File: src/verilog/qspi_pkg.sv
/*
 * Shared types and constants for the APB to quad-SPI memory port.
 * Imported by wildcard into the RTL modules and the testbench.
 */
package qspi_pkg;

	// width code from paddr[25:24]
	typedef enum logic [1:0] {
		size_byte = 2'd0,
		size_half = 2'd1,
		size_word = 2'd2,
		size_bad  = 2'd3
	} access_size_e;

	typedef logic [31:0] word_t;
	typedef logic [23:0] mem_addr_t;

	localparam logic [7:0] CMD_FAST_READ_QUAD = 8'hEB;
	localparam logic [7:0] CMD_QUAD_WRITE     = 8'h38;

	// sck periods between last address nibble and first read nibble
	localparam int DUMMY_SCK = 6;

	function automatic int unsigned size_bytes(access_size_e size);
		case (size)
			size_byte: return 1;
			size_half: return 2;
			size_word: return 4;
			default:   return 0;
		endcase
	endfunction

endpackage

File: src/verilog/qspi_req_if.sv
/*
 * Request and completion signals between the APB decoder, the quad-SPI
 * engine and the read result stage. One request is in flight at a time.
 */
`timescale 1ns/1ps

interface qspi_req_if import qspi_pkg::*; ();

	logic         req;
	logic         write;
	access_size_e size;
	mem_addr_t    addr;
	word_t        wdata;
	logic         err;
	logic         done;
	word_t        rdata_raw;

	modport decode (output req, write, size, addr, wdata, err);

	modport engine (input req, write, size, addr, wdata, output done, rdata_raw);

	modport result (input write, size, err, done, rdata_raw);

endinterface

File: src/verilog/read_align.sv
/*
 * Result stage. Reorders received read bytes so the first byte off the
 * bus lands in prdata[7:0], and closes the APB transfer with pready.
 */
`timescale 1ns/1ps

module read_align import qspi_pkg::*; (
	input  logic       clk,
	input  logic       rst_n,
	qspi_req_if.result bus,
	output word_t      prdata,
	output logic       pready,
	output logic       pslverr
);

	word_t aligned;
	int    nbytes;

	// first received byte sits highest in rdata_raw
	always_comb begin
		nbytes  = int'(size_bytes(bus.size));
		aligned = '0;
		for (int i = 0; i < 4; i++) begin
			if (i < nbytes)
				aligned[8*i +: 8] = bus.rdata_raw[8*(nbytes-1-i) +: 8];
		end
	end

	always_ff @(posedge clk or negedge rst_n) begin
		if (!rst_n) begin
			pready  <= 1'b0;
			pslverr <= 1'b0;
		end else begin
			pready  <= bus.done | bus.err;
			pslverr <= bus.err;
		end
	end

	always_ff @(posedge clk) begin
		if (bus.done || bus.err)
			prdata <= (bus.done && !bus.write) ? aligned : '0;
	end

endmodule

File: src/flat_wrapper.sv
// flat-port wrapper written by rule: the top's interface ports become plain ports
module read_align_flat import qspi_pkg::*;
  (clk, rst_n, prdata, pready, pslverr, bus_write, bus_size, bus_err, bus_done, bus_rdata_raw);
  qspi_req_if bus_i ();
  input  logic clk;
  input  logic rst_n;
  output word_t prdata;
  output logic pready;
  output logic pslverr;
  input wire logic [$bits(bus_i.write)-1:0] bus_write;
  input wire logic [$bits(bus_i.size)-1:0] bus_size;
  input wire logic [$bits(bus_i.err)-1:0] bus_err;
  input wire logic [$bits(bus_i.done)-1:0] bus_done;
  input wire logic [$bits(bus_i.rdata_raw)-1:0] bus_rdata_raw;
  assign bus_i.write = bus_write;
  assign bus_i.size = bus_size;
  assign bus_i.err = bus_err;
  assign bus_i.done = bus_done;
  assign bus_i.rdata_raw = bus_rdata_raw;
  read_align u_core (.clk(clk), .rst_n(rst_n), .bus(bus_i), .prdata(prdata), .pready(pready), .pslverr(pslverr));
endmodule
File: config.mk
export PLATFORM = sky130hd
export DESIGN_NAME = read_align_flat
export DESIGN_NICKNAME = d
export VERILOG_FILES = /design/src/verilog/qspi_pkg.sv /design/src/verilog/qspi_req_if.sv /design/src/verilog/read_align.sv /design/src/flat_wrapper.sv
export SDC_FILE = /design/constraint.sdc
export NUM_CORES = 1
export LEC_CHECK = 0
export ABC_AREA = 1
export BUFFER_PORTS_ARGS = -buffer_cell sky130_fd_sc_hd__buf_2
export CAP_MARGIN = 25
export CORE_ASPECT_RATIO = 1.25
export CORE_MARGIN = 2
export CORE_UTILIZATION = 35
export DETAILED_ROUTE_END_ITERATION = 12
export PLACE_DENSITY = 0.59
export SLEW_MARGIN = 20
export SYNTH_ARGS = -nofsm -noshare
export SYNTH_HDL_FRONTEND = slang
export SYNTH_SLANG_ARGS = --single-unit
export TNS_END_PERCENT = 10
File: constraint.sdc
create_clock -name clk -period 0.95 [get_ports clk]
set_clock_uncertainty 0.05 [all_clocks]
set_input_delay 0.2375 -clock clk [delete_from_list [all_inputs] [get_ports clk]]
set_output_delay 0.2375 -clock clk [all_outputs]
set_load 0.1 [all_outputs]
* Word-level counts from Yosys, hierarchy flattened
Index checks and enable logic that the tools add are counted.
Word-level totals: logic and storage cells 30, bits of input ports 39, output and inout port bits 34, register bits after elaboration 34
Operators by class: order comparisons 4, bitwise operators 1, reduce and logical (&&, ||, !) cells 8, mux-type cells 1, equal/unequal tests 2, add/sub/neg operators 4, shifts and indexed selects 4
Operator list (number):
- $shiftx A32 B32 Y8 | 3
- $shiftx A32 B7 Y8 | 1
- $sub A4 B3 Y5 const B | 2
- $pmux W3 S3 | 1
- $reduce_and A2 Y1 | 4
- $lt A1 B3 Y1 const A | 2
- $lt A2 B3 Y1 const A | 2
- $sub A4 B2 Y5 const B | 1
- $sub A3 B1 Y4 const B | 1
- $eq A2 B1 Y1 const B | 1
- $eq A2 B2 Y1 const B | 1
- $logic_not A2 Y1 | 1
- $logic_and A1 B1 Y1 | 1
- $logic_not A1 Y1 | 1
- $logic_or A1 B1 Y1 | 1
- $or A1 B1 Y1 | 1

* Longest topological paths before layout
word-level depth 5, depth in mapped cells 10, gate-level depth less buffers 9

* Least setup slack after synthesis
No wires, ideal clock.
path kind input port to flip-flop, start point input port bus_size[0], end point register u_core.prdata[19], data pin, cell stages on the path 8, arrival time 1.098 ns, setup slack -0.452 ns, cells stage by stage inv_1 > ha_1 > buf_6 > nand2_1 > nand2_4 > buf_6 > a21oi_1 > nor2_1
Between the ends: longest elaborated chain between the ends 5, elaborated cells between the ends (all ways) 9, those cells by class add/sub (2); order compare (1); eq/ne (2); shift (1); mux (1); reduce/logical (2)
RTL lines:
- start, declared | RTL line flat_wrapper.sv:11 | input wire logic [$bits(bus_i.size)-1:0] bus_size;
- $eq A2 B2 Y1, or another cell as far along | RTL line qspi_pkg.sv:25 | case (size)
- $pmux W3 S3 * | RTL line qspi_pkg.sv:25
- $sub A3 B1 Y4 | RTL line read_align.sv:25 | aligned[8*i +: 8] = bus.rdata_raw[8*(nbytes-1-i) +: 8];
- $sub A4 B3 Y5 | RTL line read_align.sv:25
- $shiftx A32 B32 Y8 | RTL line read_align.sv:25
- end signal, assigned | RTL line read_align.sv:41 | prdata <= (bus.done && !bus.write) ? aligned : '0;
- end, declared | RTL line read_align.sv:11 | output word_t prdata,
Mark *: on every way between the ends. The rest lies on a longest branch, timed or not. A chain may end at the register's enable or synchronous reset.

* Worst setup path after layout
start point register u_core.prdata[23], end point output port prdata[23]
RTL lines:
- end, declared | RTL line flat_wrapper.sv:7 | output word_t prdata;
No word-level cell between the ends.

==> metrics.cfg <==
[critical_path]
crit_type=reg -> out
critPathBufInv=1
setup.worst_path.start_class=flop
crit_path_cell_trace=buf_12
critical-path-max-stage-delay_ns=0.44
crit_path_max_fanout=1
critPathTopFamily=flip-flops
worst_path_max_delay_cell=sky130_fd_sc_hd__edfxtp_1
critPathRequiredTime_ns=0.66
setup.worst_path.start=u_core.prdata[23]
end_kind=output pin
arrival_ns=0.92

[pwr]
total_power_w=0.00494
static-leakage-power_nw=1.75
power_density_nw_per_um2=1300
ir_worst_vdd_mv=0.710

[yosys]
yosys_most_used_dff=sky130_fd_sc_hd__edfxtp_1
synth_seq_area_share=0.444
synth-compound-area-share=0.0814
synth.top_cell.area_share=0.422
syn_area_per_cell_um2=7.34
synth_top_family_by_area=simple AND/OR/NAND/NOR gates
syn_nets=356
syn_area_um2=2270
synth.distinct_cells=23
post_synth_xor_area_fraction=0
synth-async-reset-ratio=0.0588
yosys-mux-area-fraction=0
netlist_instances=310
synth_adder_area_share=0.0385
ys_warn_count=0
top_cells_by_instance_count_after_synthesis=123 x sky130_fd_sc_hd__nand2_1, 51 x sky130_fd_sc_hd__nor2_1, 32 x sky130_fd_sc_hd__edfxtp_1, 26 x sky130_fd_sc_hd__o21ai_0, 20 x sky130_fd_sc_hd__inv_1
synthSimpleGateAreaFrac=0.343
yosysTopAreaCell=sky130_fd_sc_hd__edfxtp_1
ys_seq_elements=34
synth-edff-count=32
netlist_top_cells_area=sky130_fd_sc_hd__edfxtp_1 42%, sky130_fd_sc_hd__nand2_1 20%, sky130_fd_sc_hd__nor2_1 8.4%
synth_most_common_cell=sky130_fd_sc_hd__nand2_1

[routing]
avgViaCountPerCell=4.77
first_pass_iters=4
route.final.wire_length_um=6510
drc=0
drt-wirelength-per-cell_um=13.3
detailedRoute.firstIterationViolations=169
final_antenna_net_count=0
vias=2329

[timing]
post-route-min-period_ns=1.21
final_number_of_max_transition_violations=0
timing.hold.ws_ns=0.00913
f_max_mhz=825
layout_setup_ws_ns=-0.262
setup-violations-final=66
layout_worst_path_cycle_share=1.28
slew_at_the_pin_with_the_worst_max_slew_slack_ns=0.241
totalNegativeSetupSlack_ns=-13.86
final-hold-violation-count=0
grt_setup_unrepaired=yes
worst_slew_margin_rel=0.838

[place]
gpl_wtd_cong=0.844
buffer_ports.inserted=72
dp_hpwl_um=4900

[clock_network]
htree_num_levels=2
clkSinkCount=34
clock_tree.root_cell=sky130_fd_sc_hd__clkbuf_8
cts_max_path_buffers=2
cts_inserted_buffers=5
tritoncts=built
worst_setup_hold_path_clk_slew_ns=0.07

[global_route]
number_of_antenna_violations_at_the_first_check_in_global_routing=0
use_met2=0.340
global_route.peak_usage_layer=met2
grtUsageTotal=0.189
first_global_vias=2264
grt_use_met1=0.217
wire_length_of_the_first_global_routing_pass_um=10600
gr_overflow_total=0
use_met3=0.0375
grt_max_degree=23

[worst_hold_path]
worst_hold_startpoint=bus_err
hold_path_class=in -> reg

[die]
floorplan.die_area_um2=7160
floorplan.die.width_um=76.1
coreArea_um2=6250
boundaryPins=73
die_height_um=94.1
floorplan.rows=32
initial_core_util=0.364

[final_layout]
layout-drive-gt1-share=0.392
fill_cells=577
syn2layout_area_growth_pct=66.7
insertedDiodeCount=0
final_net_count=448

[flow_run]
drv_cap=0

[outcome]
run_status=finished, violations left
violations=setup timing

sequential cells by signal (all words and copies together) (netlist names):
signal	cells
u_core.pready	1
u_core.prdata	32
u_core.pslverr	1
layer usage:
metal,part of all wire,vias up
li1,-,1169
met1,0.40,1064
met2,0.52,80
met3,0.048,16
met4,0.028,0
met5,0,-
cells by family after synthesis:
logic type               Yosys count
AND/OR/NAND/NOR                  193
buffers and inverters             39
AO/OA/AOI/OAI                     37
flip-flops                        34
adder cells (fa/ha/maj)            7
where the power goes:
part           internal [W]  leakage, nW  total [W]  switching (W)
combinational      0.000758         1.34    0.00205        0.00129
clock              0.000504       0.0426    0.00106       0.000559
sequential          0.00175        0.369    0.00183      0.0000834
total               0.00301         1.75    0.00494        0.00193
path summary, 6_finish.rpt:
check	end	slack, ns	depth (start not counted)
worst max-delay path	prdata[23]	-0.26	1
worst min-delay path	u_core.pslverr	0.009	1
max in group asynchronous	u_core.pready	0.55	2
min in group asynchronous	u_core.pslverr	0.21	2
repair_timing:
item                                    4_1_cts  5_1_grt
resized for setup                            46       22
endpoints found under the setup margin       66       66
gates cloned                                  1        0
pin swaps                                    11        8
endpoints found under the hold margin         2        0
hold buffers                                  1        0
buffers inserted                              3        1
placed cells by master, fill, tap and decap left out, types with 2 or more instances in the layout:
cell and n:
sky130_fd_sc_hd__buf_12 42, sky130_fd_sc_hd__inv_1 16, sky130_fd_sc_hd__o21ai_2 9, sky130_fd_sc_hd__nand2_8 2
sky130_fd_sc_hd__nor2_2 3, sky130_fd_sc_hd__clkbuf_8 5, sky130_fd_sc_hd__buf_2 36, sky130_fd_sc_hd__ha_2 2
sky130_fd_sc_hd__edfxtp_1 32, sky130_fd_sc_hd__inv_2 2, sky130_fd_sc_hd__nand2_1 107, sky130_fd_sc_hd__dfrtp_1 2
sky130_fd_sc_hd__ha_1 3, sky130_fd_sc_hd__ha_4 2, sky130_fd_sc_hd__nand3_1 10, sky130_fd_sc_hd__inv_8 2
sky130_fd_sc_hd__nand2_2 14, sky130_fd_sc_hd__o21ai_1 22, sky130_fd_sc_hd__nor2_1 48, sky130_fd_sc_hd__a21oi_2 6
sky130_fd_sc_hd__nand3_2 3, sky130_fd_sc_hd__buf_4 12, sky130_fd_sc_hd__clkinv_1 2, sky130_fd_sc_hd__nand2_4 2
sky130_fd_sc_hd__buf_6 9
metrics by stage:
stage / instances / setup slack [ns] / util / instance area [um^2]
after floorplan: 310 / -0.334 / - / 2390
after global placement: 476 / -0.627 / 0.557 / 3480
after detailed placement: 476 / -0.691 / 0.557 / 3480
after CTS: 489 / -0.265 / 0.603 / 3760
after global routing: 488 / -0.285 / 0.607 / 3790
final: 488 / -0.262 / 0.607 / 3790
area by class of cell:
class	instances	area (um^2)	share of cell area
Clock inverter	2	8.76	0.00231
Inverter	23	120	0.0317
Clock buffer	6	72.6	0.0191
Tap cell	85	106	0.0281
Multi-Input combinational cell	237	1230	0.326
Sequential cell	34	1010	0.267
Timing Repair Buffer	101	1240	0.326
No activity file was read; power rests on OpenSTA's default activity.
