<file path="src/verilog/qspi_pkg.sv">
/*
 * Shared types and constants for the APB to quad-SPI memory port.
 * Imported by wildcard into the RTL modules and the testbench.
 */
package qspi_pkg;

	// width code from paddr[25:24]
	typedef enum logic [1:0] {
		size_byte = 2'd0,
		size_half = 2'd1,
		size_word = 2'd2,
		size_bad  = 2'd3
	} access_size_e;

	typedef logic [31:0] word_t;
	typedef logic [23:0] mem_addr_t;

	localparam logic [7:0] CMD_FAST_READ_QUAD = 8'hEB;
	localparam logic [7:0] CMD_QUAD_WRITE     = 8'h38;

	// sck periods between last address nibble and first read nibble
	localparam int DUMMY_SCK = 6;

	function automatic int unsigned size_bytes(access_size_e size);
		case (size)
			size_byte: return 1;
			size_half: return 2;
			size_word: return 4;
			default:   return 0;
		endcase
	endfunction

endpackage

</file>
<file path="src/verilog/qspi_req_if.sv">
/*
 * Request and completion signals between the APB decoder, the quad-SPI
 * engine and the read result stage. One request is in flight at a time.
 */
`timescale 1ns/1ps

interface qspi_req_if import qspi_pkg::*; ();

	logic         req;
	logic         write;
	access_size_e size;
	mem_addr_t    addr;
	word_t        wdata;
	logic         err;
	logic         done;
	word_t        rdata_raw;

	modport decode (output req, write, size, addr, wdata, err);

	modport engine (input req, write, size, addr, wdata, output done, rdata_raw);

	modport result (input write, size, err, done, rdata_raw);

endinterface

</file>
<file path="src/verilog/apb_decode.sv">
/*
 * APB slave front end. Splits paddr into byte address and access width,
 * latches the transfer and starts one engine request per APB transfer,
 * or flags a bad width code straight to the result stage.
 */
`timescale 1ns/1ps

module apb_decode import qspi_pkg::*; (
	input  logic        clk,
	input  logic        rst_n,
	input  logic        psel,
	input  logic        penable,
	input  logic        pwrite,
	input  logic [25:0] paddr,
	input  word_t       pwdata,
	input  logic        pready,
	qspi_req_if.decode  bus
);

	logic         busy;
	logic         start;
	access_size_e size_in;

	assign size_in = access_size_e'(paddr[25:24]);

	// first access cycle of a transfer not yet taken
	assign start = psel & penable & ~busy;

	always_ff @(posedge clk or negedge rst_n) begin
		if (!rst_n) begin
			busy    <= 1'b0;
			bus.req <= 1'b0;
			bus.err <= 1'b0;
		end else begin
			bus.req <= start & (size_in != size_bad);
			bus.err <= start & (size_in == size_bad);
			if (start)
				busy <= 1'b1;
			else if (pready)
				busy <= 1'b0;
		end
	end

	// held until the engine reports done
	always_ff @(posedge clk) begin
		if (start) begin
			bus.write <= pwrite;
			bus.size  <= size_in;
			bus.addr  <= paddr[23:0];
			bus.wdata <= pwdata;
		end
	end

endmodule

</file>
<file path="src/flat_wrapper.sv">
// flat-port wrapper written by rule: the top's interface ports become plain ports
module apb_decode_flat import qspi_pkg::*;
  (clk, rst_n, psel, penable, pwrite, paddr, pwdata, pready, bus_req, bus_write, bus_size, bus_addr, bus_wdata, bus_err);
  qspi_req_if bus_i ();
  input  logic clk;
  input  logic rst_n;
  input  logic psel;
  input  logic penable;
  input  logic pwrite;
  input  logic [25:0] paddr;
  input  word_t pwdata;
  input  logic pready;
  output wire logic [$bits(bus_i.req)-1:0] bus_req;
  output wire logic [$bits(bus_i.write)-1:0] bus_write;
  output wire logic [$bits(bus_i.size)-1:0] bus_size;
  output wire logic [$bits(bus_i.addr)-1:0] bus_addr;
  output wire logic [$bits(bus_i.wdata)-1:0] bus_wdata;
  output wire logic [$bits(bus_i.err)-1:0] bus_err;
  assign bus_req = bus_i.req;
  assign bus_write = bus_i.write;
  assign bus_size = bus_i.size;
  assign bus_addr = bus_i.addr;
  assign bus_wdata = bus_i.wdata;
  assign bus_err = bus_i.err;
  apb_decode u_core (.clk(clk), .rst_n(rst_n), .psel(psel), .penable(penable), .pwrite(pwrite), .paddr(paddr), .pwdata(pwdata), .pready(pready), .bus(bus_i));
endmodule
</file>
<file path="config.mk">
export PLATFORM = sky130hd
export DESIGN_NAME = apb_decode_flat
export DESIGN_NICKNAME = d
export VERILOG_FILES = /design/src/verilog/qspi_pkg.sv /design/src/verilog/qspi_req_if.sv /design/src/verilog/apb_decode.sv /design/src/flat_wrapper.sv
export SDC_FILE = /design/constraint.sdc
export NUM_CORES = 1
export LEC_CHECK = 0
export BUFFER_PORTS_ARGS = -buffer_cell sky130_fd_sc_hd__buf_2
export CAP_MARGIN = 20
export CORE_MARGIN = 3
export CORE_UTILIZATION = 41
export DETAILED_ROUTE_END_ITERATION = 7
export PLACE_DENSITY = 0.87
export SLEW_MARGIN = 20
export SYNTH_ARGS = -nofsm -noshare
export SYNTH_HDL_FRONTEND = slang
export SYNTH_SLANG_ARGS = --single-unit
</file>
<file path="constraint.sdc">
create_clock -name clk -period 2.6 [get_ports clk]
set_clock_uncertainty 0.15 [all_clocks]
set_input_delay 0.39 -clock clk [delete_from_list [all_inputs] [get_ports clk]]
set_output_delay 0.39 -clock clk [all_outputs]
set_load 0.02 [all_outputs]
</file>
======== After elaboration in Yosys (flattened, before gate mapping) ========
Index checks and enable logic that the tools add are counted.
storage, ports and cells
  flip-flop bits (word level) ............. 62
  input bits .............................. 64
  output and inout port bits .............. 61
  word-level logic and storage cells ...... 17
operators by class
  equality and inequality tests ........... 2
  mux-type cells .......................... 2
  bitwise logic cells ..................... 5
  reductions and logical operators ........ 1
operators by type and width
  operator                                       number
  1-bit bitwise AND                              4
  2-bit == test (second input constant)          1
  1-bit two-way mux                              2
  2-bit inequality test (second input constant)  1
  2-bit nonzero test                             1
  1-bit inverter                                 1

======== Depth between registers and ports, before layout ========
  word-level depth ........................ 3
  gate-level depth with buffers ........... 2
  gate-level depth less buffers ........... 2

======== Worst setup path after synthesis ========
OpenSTA, ideal clock, no wires.
  kind .................................... reg2reg
  start ................................... reg u_core.busy
  end ..................................... reg u_core.bus.addr[0] (enable)
  setup time .............................. 0.413 ns
  data arrival time ....................... 1.694 ns
  slack ................................... 0.343 ns
  stages on the path, launching flop included .. 3
  path through ............................ dfrtp_1 nand3b_4 inv_1
on the way
  word-level cells in the longest chain between the ends .. 2
RTL lines
  item                    RTL line           text
  from (decl)             apb_decode.sv:20   logic busy;
  from (signal assigned)  apb_decode.sv:31   busy <= 1'b0;
  from (signal assigned)  apb_decode.sv:38   busy <= 1'b1;
  from (signal assigned)  apb_decode.sv:40   busy <= 1'b0;
  1-bit inverter          apb_decode.sv:27   assign start = psel & penable & ~busy;
  1-bit bitwise AND       apb_decode.sv:27
  via u_core.start        apb_decode.sv:21   logic start;
  to (signal assigned)    apb_decode.sv:49   bus.addr <= paddr[23:0];
  to (decl)               qspi_req_if.sv:18  modport decode (output req, write, size, addr, wdata, err);
The timed path passes the listed nets, and every way through them passes these cells.
A chain may end at the register's enable or synchronous reset.

======== Worst setup path in the final report ========
  start ................................... reg u_core.busy
  end ..................................... reg u_core.bus.addr[19] (enable)
Same word-level chain as after synthesis.

==> flow_results.xml <==
<?xml version="1.0" encoding="UTF-8"?>
<metrics>
  <group name="cts">
    <metric name="clock_pin_slew_reported_for_the_worst_setup_and_hold_paths_after_clock_tree_synthesis" unit="ps">70</metric>
    <metric name="cts_made_buffers" unit="">9</metric>
    <metric name="cts_buffer_depth" unit="">2</metric>
    <metric name="cts_tree" unit="">yes</metric>
    <metric name="postCtsSetupBuffers" unit="">0</metric>
    <metric name="clkLatencyLatePin" unit="ps">320</metric>
    <metric name="maximum_level_of_the_cts_h_tree" unit="">3</metric>
    <metric name="clock_tree.root_cell" unit="">sky130_fd_sc_hd__clkbuf_8</metric>
    <metric name="cts_sinks" unit="">62</metric>
    <metric name="postCtsResizedCells" unit="">0</metric>
  </group>
  <group name="synthesis">
    <metric name="yosys_warnings" unit="">0</metric>
    <metric name="synth.yosys.seq_area_share" unit="%">97.30</metric>
    <metric name="synth_cell_types" unit="">8</metric>
    <metric name="synth_largest_type_area_fraction" unit="%">93.34</metric>
    <metric name="synthTopCellsByArea" unit="">sky130_fd_sc_hd__edfxtp_1, sky130_fd_sc_hd__dfrtp_1, sky130_fd_sc_hd__nand3b_4</metric>
    <metric name="syn_nets" unit="">133</metric>
    <metric name="synth.largest_area_cell" unit="">sky130_fd_sc_hd__edfxtp_1</metric>
    <metric name="syn-mean-instance-area" unit="um2">27.51</metric>
    <metric name="post_synth_instance_area" unit="um2">1898</metric>
    <metric name="synthesis.instances" unit="">69</metric>
    <metric name="ys_seq_elements" unit="">62</metric>
  </group>
  <group name="critical_path">
    <metric name="cp_data_arrival_time" unit="ps">1450</metric>
    <metric name="reg2reg_slack" unit="ps">1000</metric>
    <metric name="critPathMaxStageDelay" unit="ps">390</metric>
    <metric name="path_class" unit="">reg -&gt; reg</metric>
    <metric name="cp-end-kind" unit="">register</metric>
    <metric name="cp_max_fo" unit="">47</metric>
    <metric name="required" unit="ps">2460</metric>
    <metric name="timing.critical_path.from" unit="">u_core.busy</metric>
    <metric name="critPathLaunchType" unit="">register</metric>
    <metric name="worst_path_max_delay_cell" unit="">sky130_fd_sc_hd__dfrtp_1</metric>
    <metric name="crit_chain" unit="">nand3b_4, inv_2, buf_12</metric>
    <metric name="startpoint_of_the_worst_slack_reg_to_reg_timing_path" unit="">u_core.busy</metric>
  </group>
  <group name="timing">
    <metric name="hold-worst-slack" unit="ps">83.72</metric>
    <metric name="achievable-frequency" unit="GHz">0.6261</metric>
    <metric name="grt_setup_unrepaired" unit="">false</metric>
    <metric name="finalHoldViolCount" unit="">0</metric>
    <metric name="timing_max_transition_violations_final" unit="">0</metric>
    <metric name="max_slew.worst_pin.slew" unit="ps">281.6</metric>
    <metric name="fin_ws" unit="ps">1003</metric>
    <metric name="finalSetupViolations" unit="">0</metric>
    <metric name="max_slew_margin" unit="%">81.20</metric>
    <metric name="setup-tns-final" unit="ps">0</metric>
    <metric name="post-route-period-util" unit="%">61.43</metric>
    <metric name="finalCriticalPeriod" unit="ps">1597</metric>
  </group>
  <group name="place">
    <metric name="placed_cells" unit="">246</metric>
    <metric name="place_worst_setup_slack" unit="ps">948.1</metric>
    <metric name="routabilityCongestion" unit="">0.6495</metric>
    <metric name="detailed_place.area" unit="um2">2604</metric>
    <metric name="portBuffers" unit="">124</metric>
  </group>
  <group name="power_and_ir_drop">
    <metric name="power_switching" unit="mW">0.4679</metric>
    <metric name="p_sw_share" unit="%">21.06</metric>
    <metric name="power_report.internal_total" unit="mW">1.754</metric>
    <metric name="clock_network_power_share" unit="%">40.0</metric>
    <metric name="power_density" unit="nW/um2">785.6</metric>
    <metric name="irDropWorstVdd" unit="mV">0.4360</metric>
    <metric name="seq_power_share" unit="%">52.2</metric>
    <metric name="power.static_leakage" unit="nW">1.228</metric>
    <metric name="p_comb_share" unit="%">7.9</metric>
  </group>
  <group name="detailed_routing">
    <metric name="routed-via-count" unit="">1168</metric>
    <metric name="detailedRoute.firstPassIterationCount" unit="">4</metric>
    <metric name="drc" unit="">0</metric>
    <metric name="vias_per_cell" unit="">4.441</metric>
    <metric name="top_signal_layer_used" unit="">met4</metric>
    <metric name="routed-wl-met3" unit="um">747</metric>
    <metric name="drt_first_iter_violations" unit="">37</metric>
    <metric name="drtAntennaViolNets" unit="">0</metric>
    <metric name="wl_per_cell" unit="um">15.93</metric>
    <metric name="dr_wl_met2" unit="um">2136</metric>
    <metric name="route.final.wire_length" unit="um">4189</metric>
    <metric name="met1Wirelength" unit="um">1249</metric>
  </group>
  <group name="global_route">
    <metric name="global_route_wire_length_before_repair" unit="um">5913</metric>
    <metric name="grt_max_degree" unit="">48</metric>
    <metric name="globalRouteOverflowTotal" unit="">0</metric>
    <metric name="global_router_s_overall_resource_usage" unit="%">15.84</metric>
    <metric name="number_of_antenna_violations_at_the_first_check_in_global_routing" unit="">0</metric>
    <metric name="vias_in_the_first_global_route" unit="">1261</metric>
  </group>
  <group name="floorplan">
    <metric name="core_area" unit="um2">4414</metric>
    <metric name="initial_util" unit="%">43.00</metric>
    <metric name="die_height" unit="um">74.04</metric>
    <metric name="row_count" unit="">24</metric>
    <metric name="chip_width" unit="um">74.04</metric>
    <metric name="dieArea" unit="um2">5482</metric>
    <metric name="io-pin-count" unit="">125</metric>
  </group>
  <group name="min_path">
    <metric name="min-delay-path-class" unit="">in -&gt; reg</metric>
    <metric name="hold_path.startpoint" unit="">paddr[9]</metric>
  </group>
  <group name="final_layout">
    <metric name="final_cells" unit="">263</metric>
    <metric name="fin_nets" unit="">270</metric>
    <metric name="num_antenna_cells" unit="">0</metric>
    <metric name="areaGrowthSynthToFinish" unit="%">48.98</metric>
    <metric name="area_of_all_placed_cells_without_fillers" unit="um2">2828</metric>
    <metric name="drive_above_1_share" unit="%">68.25</metric>
  </group>
  <group name="status">
    <metric name="status" unit="">completed</metric>
  </group>
  <group name="job">
    <metric name="max_cap_viol_count" unit="">0</metric>
  </group>
</metrics>
[layout make-up]
type	instances	area [um2]
clock buffers	10	127.6
clock inverters	6	86.33
fillers	327	1587
inverters	2	7.507
multi-input cells	5	43.79
flip-flops and latches	62	1847
well taps	52	65.06
repair buffers	126	650.6
[power by group through the flow]
stage | clock, mW | combinational (mW) | sequential [mW]
2_1_floorplan | 0 | 0.0215 | 1.24
3_3_place_gp | 0 | 0.171 | 1.18
3_5_place_dp | 0 | 0.176 | 1.18
4_1_cts | 0.914 | 0.178 | 1.16
5_1_grt | 0.958 | 0.189 | 1.16
6_report | 0.888 | 0.175 | 1.16
[metrics by stage]
stage | utilization, % | power, mW
final | 64.06 | 2.222
after global placement | 58.99 | 1.349
after CTS | 64.06 | 2.252
after floorplan | - | 1.259
after global routing | 64.06 | 2.309
after detailed placement | 58.99 | 1.356
[flip-flops by register name (all words and copies together) (netlist names)]
register and flops:
u_core.bus.addr 24, u_core.bus.err 1, u_core.bus.req 1, u_core.bus.size 2, u_core.bus.wdata 32, u_core.bus.write 1, u_core.busy 1
[layer usage]
layer / GRT usage [%] / vias to the layer above
met5: 0 / -
met3: 13.24 / 7
met2: 25.30 / 81
li1: - / 549
met4: 7.847 / 0
met1: 14.01 / 531
[cell usage after synthesis]
| library cell | instances |
|---|---|
| sky130_fd_sc_hd__a21oi_2 | 1 |
| sky130_fd_sc_hd__nand3b_4 | 1 |
| sky130_fd_sc_hd__o21ai_0 | 1 |
| sky130_fd_sc_hd__dfrtp_1 | 3 |
| sky130_fd_sc_hd__edfxtp_1 | 59 |
| sky130_fd_sc_hd__inv_1 | 2 |
| sky130_fd_sc_hd__nor2_2 | 1 |
| sky130_fd_sc_hd__nand2_1 | 1 |
[final timing paths]
kind | end | cells past startpoint
min | u_core.bus.addr[9] | 1
max in group asynchronous | u_core.bus.err | 2
min in group asynchronous | u_core.bus.req | 2
min reg2reg | u_core.bus.req | 2
max reg2reg | u_core.bus.addr[19] | 3
max | u_core.bus.addr[19] | 3
[logic make-up (layout without fill, tap and decap cells)]
group	after synthesis	after routing	synth area share, %
buf+inv	2	144	0.3957
flops	62	62	97.30
simple gates	3	3	1.582
compound gates	2	2	0.7249
[placed cells by master (no fill, tap or decap), drive strengths merged]
cell and instances:
o21ai 1, dfrtp 3, clkinv 3, clkbuf 10
bufinv 2, inv 2, a21oi 1, nor2 1
dlygate4sd3 1, edfxtp 59, nand3b 1, nand2 1
buf 125, clkinvlp 1
[what timing repair did]
| item | 4_1_cts | 5_1_grt |
|---|---|---|
| endpoints found under the hold margin | 3 | 0 |
| hold buffers | 1 | 0 |
| setup endpoints to repair | 0 | 0 |
[critical path, delay by kind of cell (launching register included)]
| family | cells | cell delay, ps |
|---|---|---|
| and+or+nand+nor | 1 | 190 |
| DFF | 1 | 390 |
| buffers and inverters | 2 | 540 |
(Power assumes the default switching activity.)
